[config.mk]
export PLATFORM = sky130hd
export DESIGN_NAME = fcmpTop
export DESIGN_NICKNAME = d
export VERILOG_FILES = /design/src/common/fcmpPkg.sv /design/src/fcmp/fcmpUnpack.sv /design/src/fcmp/fcmpCore.sv /design/src/rtl/resultArbiter.sv /design/src/rtl/flagFile.sv /design/src/rtl/fcmpTop.sv
export SDC_FILE = /design/constraint.sdc
export NUM_CORES = 1
export LEC_CHECK = 0
export ABC_AREA = 1
export ABC_CLOCK_PERIOD_IN_PS = 9700
export BUFFER_PORTS_ARGS = -buffer_cell sky130_fd_sc_hd__buf_4
export CORE_ASPECT_RATIO = 0.5
export CORE_UTILIZATION = 40
export DETAILED_ROUTE_END_ITERATION = 8
export SKIP_LAST_GASP = 1
export SLEW_MARGIN = 5
export SYNTH_ARGS = -nofsm -noshare
export SYNTH_HDL_FRONTEND = slang
export SYNTH_SLANG_ARGS = --single-unit
[constraint.sdc]
create_clock -name clk -period 9.7 [get_ports clk]
set_input_delay 0 -clock clk [delete_from_list [all_inputs] [get_ports clk]]
set_output_delay 0 -clock clk [all_outputs]
set_load 0.02 [all_outputs]
[src/common/fcmpPkg.sv]
package fcmpPkg;

  // ####################
  // Sizes
  // ####################

  localparam int OpW     = 80;    // Operand bus
  localparam int FlagW   = 4;
  localparam int MaskW   = 2;     // One bit per single element
  localparam int TagW    = 3;
  localparam int Entries = 8;     // Flag file depth
  localparam int ExpW    = 16;    // Widened exponent
  localparam int FracW   = 64;    // Widened fraction
  localparam int Lanes   = 2;

  // ####################
  // Flag bit positions
  // ####################

  localparam int FlagC = 3;       // Carry, set on less or unordered
  localparam int FlagS = 2;
  localparam int FlagZ = 1;
  localparam int FlagU = 0;       // Unordered

  // Exponent field masks after right alignment
  localparam logic [ExpW-1:0] ExpMskSng = 16'h00ff;
  localparam logic [ExpW-1:0] ExpMskDbl = 16'h07ff;
  localparam logic [ExpW-1:0] ExpMskExt = 16'h7fff;

  // ####################
  // Encodings
  // ####################

  typedef enum logic [1:0] {
    fmtSng  = 2'd0,
    fmtDbl  = 2'd1,
    fmtExt  = 2'd2,
    fmtPair = 2'd3               // Two singles in bits 63..0
  } fmtE;

  typedef enum logic [1:0] {
    cmLess    = 2'd0,
    cmNotLess = 2'd1,
    cmEq      = 2'd2,
    cmNotEq   = 2'd3
  } cmodE;

endpackage

[src/fcmp/fcmpUnpack.sv]
`timescale 1ns/1ps

module fcmpUnpack import fcmpPkg::*; (
  input  logic [OpW-1:0]   op,
  input  fmtE              fmt,
  input  logic             hi,      // Upper element of a pair
  output logic             sign,
  output logic [ExpW-1:0]  expo,
  output logic [FracW-1:0] frac,
  output logic             isZero,
  output logic             isInf,
  output logic             isNan
);

  logic [31:0]     word;            // Selected single element
  logic [ExpW-1:0] emsk;
  logic            tailNz;          // Fraction below the integer bit

  assign word = (fmt == fmtPair && hi) ? op[63:32] : op[31:0];

  // ####################
  // Field extraction
  // ####################

  // Exponent right aligned, fraction left aligned with the leading bit at 63,
  // so a single magnitude compare covers every format
  always_comb begin
    case (fmt)
      fmtExt: begin
        sign   = op[79];
        expo   = {1'b0, op[78:64]};
        frac   = op[63:0];              // Explicit integer bit
        emsk   = ExpMskExt;
        tailNz = |op[62:0];
      end
      fmtDbl: begin
        sign   = op[63];
        expo   = {5'b0, op[62:52]};
        frac   = {1'b1, op[51:0], 11'b0}; // Hidden bit
        emsk   = ExpMskDbl;
        tailNz = |op[51:0];
      end
      default: begin                    // Single and paired single
        sign   = word[31];
        expo   = {8'b0, word[30:23]};
        frac   = {1'b1, word[22:0], 40'b0};
        emsk   = ExpMskSng;
        tailNz = |word[22:0];
      end
    endcase
  end

  // ####################
  // Classes
  // ####################

  assign isZero = (expo == '0);            // Denormals fold to zero
  assign isInf  = (expo == emsk) && !tailNz;
  assign isNan  = (expo == emsk) && tailNz;

endmodule

[src/fcmp/fcmpCore.sv]
`timescale 1ns/1ps

module fcmpCore import fcmpPkg::*; (
  input  logic             clk,
  input  logic             rst,
  input  logic             issueValid,
  input  fmtE              fmt,
  input  cmodE             cmod,
  input  logic [TagW-1:0]  tag,
  input  logic [OpW-1:0]   A,
  input  logic [OpW-1:0]   B,
  input  logic             grant,
  output logic             laneReady,
  output logic             req,
  output logic [TagW-1:0]  resTag,
  output logic [FlagW-1:0] resFlags,
  output logic [MaskW-1:0] resMask
);

  logic             sA0, sB0, sA1, sB1;
  logic [ExpW-1:0]  eA0, eB0, eA1, eB1;
  logic [FracW-1:0] fA0, fB0, fA1, fB1;
  logic             zA0, zB0, zA1, zB1;
  logic             iA0, iB0, iA1, iB1;
  logic             nA0, nB0, nA1, nB1;
  logic [FlagW-1:0] flags0, flags1;
  logic             m0, m1;
  logic             accept;

  // ####################
  // Element unpack
  // ####################

  fcmpUnpack u_unpackA0 (.op(A), .fmt(fmt), .hi(1'b0), .sign(sA0), .expo(eA0), .frac(fA0),
    .isZero(zA0), .isInf(iA0), .isNan(nA0));
  fcmpUnpack u_unpackB0 (.op(B), .fmt(fmt), .hi(1'b0), .sign(sB0), .expo(eB0), .frac(fB0),
    .isZero(zB0), .isInf(iB0), .isNan(nB0));
  fcmpUnpack u_unpackA1 (.op(A), .fmt(fmt), .hi(1'b1), .sign(sA1), .expo(eA1), .frac(fA1),
    .isZero(zA1), .isInf(iA1), .isNan(nA1));
  fcmpUnpack u_unpackB1 (.op(B), .fmt(fmt), .hi(1'b1), .sign(sB1), .expo(eB1), .frac(fB1),
    .isZero(zB1), .isInf(iB1), .isNan(nB1));

  // ####################
  // Compare
  // ####################

  function automatic logic [FlagW-1:0] cmpFlags(
    input logic                  sA,
    input logic [ExpW+FracW-1:0] mA,
    input logic                  zA,
    input logic                  iA,
    input logic                  nA,
    input logic                  sB,
    input logic [ExpW+FracW-1:0] mB,
    input logic                  zB,
    input logic                  iB,
    input logic                  nB
  );
    logic             magLt;
    logic             magEq;
    logic             lt;
    logic             eq;
    logic [FlagW-1:0] f;
    magLt = (mA < mB) && !(iA && iB);
    magEq = (mA == mB) || (iA && iB);   // Integer bit of an infinity ignored
    if (zA && zB) begin                 // Signed zeros are equal
      lt = 1'b0;
      eq = 1'b1;
    end else if (sA != sB) begin
      lt = sA;
      eq = 1'b0;
    end else begin
      eq = magEq;
      lt = sA ? (!magLt && !magEq) : magLt; // Order flips for negatives
    end
    f = '0;
    if (nA || nB) begin
      f[FlagU] = 1'b1;
      f[FlagC] = 1'b1;
    end else begin
      f[FlagC] = lt;
      f[FlagS] = lt;
      f[FlagZ] = eq;
    end
    return f;
  endfunction

  function automatic logic applyCmod(input cmodE cm, input logic [FlagW-1:0] f);
    case (cm)
      cmLess:    return f[FlagC];
      cmNotLess: return !f[FlagC];
      cmEq:      return f[FlagZ];
      cmNotEq:   return !f[FlagZ];
    endcase
  endfunction

  assign flags0 = cmpFlags(sA0, {eA0, fA0}, zA0, iA0, nA0, sB0, {eB0, fB0}, zB0, iB0, nB0);
  assign flags1 = cmpFlags(sA1, {eA1, fA1}, zA1, iA1, nA1, sB1, {eB1, fB1}, zB1, iB1, nB1);

  assign m0 = applyCmod(cmod, flags0);
  assign m1 = (fmt == fmtPair) ? applyCmod(cmod, flags1) : m0;

  // ####################
  // Result hold
  // ####################

  assign accept    = issueValid && laneReady;
  assign laneReady = !req;

  always_ff @(posedge clk) begin
    if (rst) begin
      req <= 1'b0;
    end else if (accept) begin
      req <= 1'b1;
    end else if (grant) begin
      req <= 1'b0;                      // Written this edge
    end
  end

  always_ff @(posedge clk) begin
    if (accept) begin
      resTag   <= tag;
      resFlags <= flags0;               // Lane 0 for pairs
      resMask  <= {m1, m0};
    end
  end

endmodule

[src/rtl/resultArbiter.sv]
`timescale 1ns/1ps

module resultArbiter import fcmpPkg::*; (
  input  logic             clk,
  input  logic             rst,
  input  logic [Lanes-1:0] req,
  output logic [Lanes-1:0] grant
);

  logic last;                           // Winner of the last contest
  logic contest;

  assign contest = &req;

  // ####################
  // Grant
  // ####################

  always_comb begin
    case (req)
      2'b01:   grant = 2'b01;
      2'b10:   grant = 2'b10;
      2'b11:   grant = last ? 2'b01 : 2'b10; // Loser of last time wins
      default: grant = 2'b00;
    endcase
  end

  // ####################
  // Pointer
  // ####################

  // Lane 0 takes the first contest after reset
  always_ff @(posedge clk) begin
    if (rst) begin
      last <= 1'b1;
    end else if (contest) begin
      last <= !last;
    end
  end

endmodule

[src/rtl/flagFile.sv]
`timescale 1ns/1ps

module flagFile import fcmpPkg::*; (
  input  logic             clk,
  input  logic             rst,
  input  logic             wrEn,
  input  logic [TagW-1:0]  wrTag,
  input  logic [FlagW-1:0] wrFlags,
  input  logic [MaskW-1:0] wrMask,
  input  logic [TagW-1:0]  rdAddr,
  output logic [FlagW-1:0] rdFlags,
  output logic [MaskW-1:0] rdMask,
  output logic             rdValid
);

  logic [FlagW-1:0]   flagMem [Entries];
  logic [MaskW-1:0]   maskMem [Entries];
  logic [Entries-1:0] valid;

  // ####################
  // Write port
  // ####################

  always_ff @(posedge clk) begin
    if (rst) begin
      valid <= '0;
    end else if (wrEn) begin
      valid[wrTag] <= 1'b1;
    end
  end

  always_ff @(posedge clk) begin
    if (wrEn) begin
      flagMem[wrTag] <= wrFlags;
      maskMem[wrTag] <= wrMask;
    end
  end

  // ####################
  // Read port
  // ####################

  // Combinational, entry content is don't care while not valid
  assign rdFlags = flagMem[rdAddr];
  assign rdMask  = maskMem[rdAddr];
  assign rdValid = valid[rdAddr];

endmodule

[src/rtl/fcmpTop.sv]
`timescale 1ns/1ps

module fcmpTop import fcmpPkg::*; (
  input  logic             clk,
  input  logic             rst,
  input  logic             issueValid0,
  input  fmtE              fmt0,
  input  cmodE             cmod0,
  input  logic [TagW-1:0]  tag0,
  input  logic [OpW-1:0]   A0,
  input  logic [OpW-1:0]   B0,
  output logic             laneReady0,
  input  logic             issueValid1,
  input  fmtE              fmt1,
  input  cmodE             cmod1,
  input  logic [TagW-1:0]  tag1,
  input  logic [OpW-1:0]   A1,
  input  logic [OpW-1:0]   B1,
  output logic             laneReady1,
  input  logic [TagW-1:0]  rdAddr,
  output logic [FlagW-1:0] rdFlags,
  output logic [MaskW-1:0] rdMask,
  output logic             rdValid
);

  logic [Lanes-1:0] req;
  logic [Lanes-1:0] grant;
  logic [TagW-1:0]  resTag   [Lanes];
  logic [FlagW-1:0] resFlags [Lanes];
  logic [MaskW-1:0] resMask  [Lanes];

  fcmpCore u_core0 (.clk(clk), .rst(rst), .issueValid(issueValid0), .fmt(fmt0), .cmod(cmod0),
    .tag(tag0), .A(A0), .B(B0), .grant(grant[0]), .laneReady(laneReady0), .req(req[0]),
    .resTag(resTag[0]), .resFlags(resFlags[0]), .resMask(resMask[0]));

  fcmpCore u_core1 (.clk(clk), .rst(rst), .issueValid(issueValid1), .fmt(fmt1), .cmod(cmod1),
    .tag(tag1), .A(A1), .B(B1), .grant(grant[1]), .laneReady(laneReady1), .req(req[1]),
    .resTag(resTag[1]), .resFlags(resFlags[1]), .resMask(resMask[1]));

  resultArbiter u_arb (.clk(clk), .rst(rst), .req(req), .grant(grant));

  // ####################
  // Write port mux
  // ####################

  logic             wrEn;
  logic [TagW-1:0]  wrTag;
  logic [FlagW-1:0] wrFlags;
  logic [MaskW-1:0] wrMask;

  assign wrEn    = |grant;
  assign wrTag   = grant[1] ? resTag[1]   : resTag[0];   // Grant is one-hot
  assign wrFlags = grant[1] ? resFlags[1] : resFlags[0];
  assign wrMask  = grant[1] ? resMask[1]  : resMask[0];

  flagFile u_flags (.clk(clk), .rst(rst), .wrEn(wrEn), .wrTag(wrTag), .wrFlags(wrFlags),
    .wrMask(wrMask), .rdAddr(rdAddr), .rdFlags(rdFlags), .rdMask(rdMask), .rdValid(rdValid));

endmodule

==> results.py <==
metrics = {
    "outcome": {
        "status": "finished, final reports clean",
    },
    "sta": {
        "period_minus_slack_ns": 4.53,
        "finalSetupTns_ns": 0,
        "hold_slack_ns": 0.106,
        "maxSlewViolCount": 0,
        "tightest_slew_ns": 1.08,
        "finalHoldViolCount": 0,
        "setup_violations": 0,
        "skew_ns": 0.00660,
        "fmax_mhz": 221,
        "finalCritPeriodShare_pct": 46.7,
        "rsz0062_at_grt": "no",
        "timing.slew.headroom_pct": 28.3,
    },
    "pwr": {
        "p_total_mw": 2.14,
        "irDropWorstVdd_mv": 0.0642,
        "p_per_area_mw_per_mm2": 95.1,
        "leakagePower_nw": 11.4,
    },
    "floorplanning": {
        "initial_core_util_pct": 40.8,
        "die_x_microns": 312,
        "coreArea_sq_mm": 0.0472,
        "die_h_microns": 157,
        "ios": 350,
        "fp.dieArea_sq_mm": 0.0491,
        "fp-row-count": 56,
    },
    "job": {
        "maxCapViolCount": 0,
    },
    "worst_setup_path": {
        "endpoint_kind": "flop",
        "crit_path_start_kind": "primary input",
        "worstSetupEndpoint": "u_core0.resMask[1]",
        "required_ns": 9.79,
        "r2r_start": "u_core0.req",
        "cp-startpoint": "fmt0[0]",
        "rrSetupSlack_ns": 6.94,
        "reg2reg_to": "u_flags.maskMem[1][1]",
        "worstPathMaxFanout": 79,
        "rr_worst_depth": 9,
        "critical_path_class": "in -> reg",
        "critical_path_arrival_ns": 4.62,
    },
    "clock_network": {
        "cts_tree": "yes",
        "cts.reportedPaths.clkPinSlew_ns": 0.06,
        "cts_buffers": 9,
        "clockRootBuffer": "clkbuf_16",
        "cts.htree.levels": 3,
        "cts_sinks": 77,
        "cts_buffer_depth": 2,
        "clk_latency_ns": 0.33,
    },
    "layout": {
        "diodes": 0,
        "layout_common_cells": "nand2_1, nor2_1, inv_1",
        "final_common_cell": "nand2_1",
        "final_nets": 4314,
        "finalInstanceArea_sq_mm": 0.0225,
        "fillers": 5283,
        "syn_to_final_growth_pct": 16.8,
        "multi_input_area_sq_mm": 0.0147,
        "drive_above_1_share_pct": 11.4,
        "seq_area_sq_mm": 0.00220,
    },
    "route": {
        "drtIter0Drc": 2941,
        "avgRoutedWirePerCell_microns": 21.9,
        "ant_nets": 0,
        "routed_wl_mm": 96.2,
        "dr.pass1.iters": 6,
        "vias": 25017,
        "vias_per_cell": 5.70,
        "drcViolationCount": 0,
    },
    "global_route": {
        "grt_pass1_wl_mm": 141,
        "antenna_found_initial": 1,
        "first_global_vias": 22868,
        "grt_max_degree": 100,
        "grt.total_usage_pct": 37.9,
        "grt_overflow": 0,
    },
    "place": {
        "place_hpwl_mm": 77.6,
        "gp_congestion": 1.06,
        "io_buffer_count": 349,
        "placed_cell_area_sq_mm": 0.0221,
    },
    "synth": {
        "yosysUniqueCellTypes": 49,
        "synthCells": 3520,
        "synth.avg_cell_area_sq_um": 5.47,
        "ys_seq_area_share_pct": 11.4,
        "syn_nets": 4087,
        "synth-seq-cells": 77,
        "yosysWarnings": 0,
        "netlist_area_sq_mm": 0.0193,
    },
    "worst_hold_path": {
        "min_from": "cmod0[0]",
        "hold_class": "in -> reg",
    },
}
-- metrics by stage --
step | cells | util (%) | setup slack, ns
after global placement | 4365 | 46.9 | 5.09
after global routing | 4390 | 47.7 | 4.77
after CTS | 4390 | 47.7 | 5.34
after floorplan | 3520 | - | 6.06
final | 4390 | 47.7 | 5.17
after detailed placement | 4365 | 46.9 | 4.99
-- cell families (layout without fill, tap and decap cells) --
| kind of cell | Yosys count | after routing | share of synthesized area, % |
|---|---|---|---|
| AND/OR/NAND/NOR | 1867 | 1867 | 39.0 |
| AO/OA/AOI/OAI | 736 | 736 | 21.8 |
| buffers and inverters | 601 | 833 | 12.4 |
| adder cells (fa/ha/maj) | 226 | 226 | 14.7 |
| flip-flops | 77 | 77 | 11.4 |
| multiplexers | 9 | 9 | 0.468 |
| XOR/XNOR | 4 | 4 | 0.182 |
-- Yosys cell counts, drive strengths merged --
master / n / area, sq um
xnor2: 2 / 17.5
clkbuf: 65 / 244
dfxtp: 11 / 220
mux2i: 9 / 90.1
xor2: 2 / 17.5
or2: 6 / 37.5
ha: 226 / 2830
nor3: 12 / 65.1
nor3b: 4 / 30.0
o221ai: 21 / 184
a21o: 5 / 37.5
a211oi: 1 / 7.51
buf: 92 / 479
inv: 443 / 1670
o41ai: 2 / 17.5
a21oi: 215 / 1080
a41oi: 1 / 8.76
o21a: 27 / 203
nand3: 133 / 741
nand2: 1152 / 4330
nand3b: 3 / 22.5
o21ai: 333 / 1690
edfxtp: 66 / 1980
nor2: 484 / 1830
a221o: 30 / 300
o21bai: 2 / 15.0
a31oi: 9 / 56.3
a21boi: 12 / 90.1
clkinv: 1 / 3.75
nand4: 51 / 319
o211ai: 11 / 82.6
o22ai: 67 / 419
nor4: 16 / 100
and2: 2 / 12.5
and3: 3 / 18.8
nand2b: 1 / 6.26
-- sequential cells by signal, summed over array words and instances (netlist names), 2 cells and up --
| register | flops |
|---|---|
| u_core0.resTag | 3 |
| u_flags.flagMem | 32 |
| u_core1.resTag | 3 |
| u_core0.resFlags | 4 |
| u_core1.resFlags | 4 |
| u_core0.resMask | 2 |
| u_flags.maskMem | 16 |
| u_flags.valid | 8 |
| u_core1.resMask | 2 |
-- power breakdown --
part	total (mW)	switching [mW]	leakage, nW	internal [mW]
sequential	0.391	0.00499	0.701	0.386
combinational	1.42	0.946	10.6	0.471
clock	0.332	0.132	0.150	0.200
-- metal layers --
| layer | part of all wire, % | global-route usage (%) | up-vias |
|---|---|---|---|
| li1 | - | - | 12012 |
| met1 | 42 | 49.7 | 11404 |
| met2 | 43 | 61.1 | 1349 |
| met3 | 9.6 | 5.78 | 250 |
| met4 | 5.2 | 17.8 | 2 |
| met5 | 0.014 | 0 | - |
-- how the worst min path moves through the flow --
stage                              end  cells past startpoint
floorplan                  u_core1.req                      1
global placement     u_core1.resTag[1]                      1
detailed placement   u_core0.resTag[1]                      1
CTS                 u_core0.resMask[1]                      5
global route        u_core0.resMask[1]                      4
finish              u_core0.resMask[1]                      5
-- cell type report --
type | count | share of cell area [%]
Clock buffer | 9 | 1.00
Clock inverter | 7 | 0.328
Inverter | 444 | 7.43
Multi-Input combinational cell | 2842 | 65.4
Sequential cell | 77 | 9.79
Tap cell | 638 | 3.55
Timing Repair Buffer | 373 | 12.5
-- timing repair --
item	4_1_cts	5_1_grt
setup buffers	0	0
hold buffers	9	0
gates resized for setup	0	0
endpoints found under the setup margin	0	0
hold endpoints to repair	17	0
-- worst max-delay path: stages --
cell,delay (ns)
buf_4,0.10
inv_1,0.06
ha_4,0.42
inv_4,0.64
buf_4,0.79
o221ai_1,0.31
o21ai_0,0.15
inv_1,0.06
ha_1,0.29
inv_1,0.06
nor3_1,0.47
nand2_1,0.09
nor2_1,0.12
nand2_1,0.08
nor2_1,0.10
nand2_1,0.06
nand2_1,0.06
nor2_1,0.04
nand2_1,0.08
inv_1,0.05
nand2_1,0.05
nand2_1,0.05
nand3_1,0.09
nand2_1,0.07
nand2_1,0.06
nand2_1,0.05
nand3_1,0.06
nand2_1,0.06
Power figures use the tool's default switching activity.
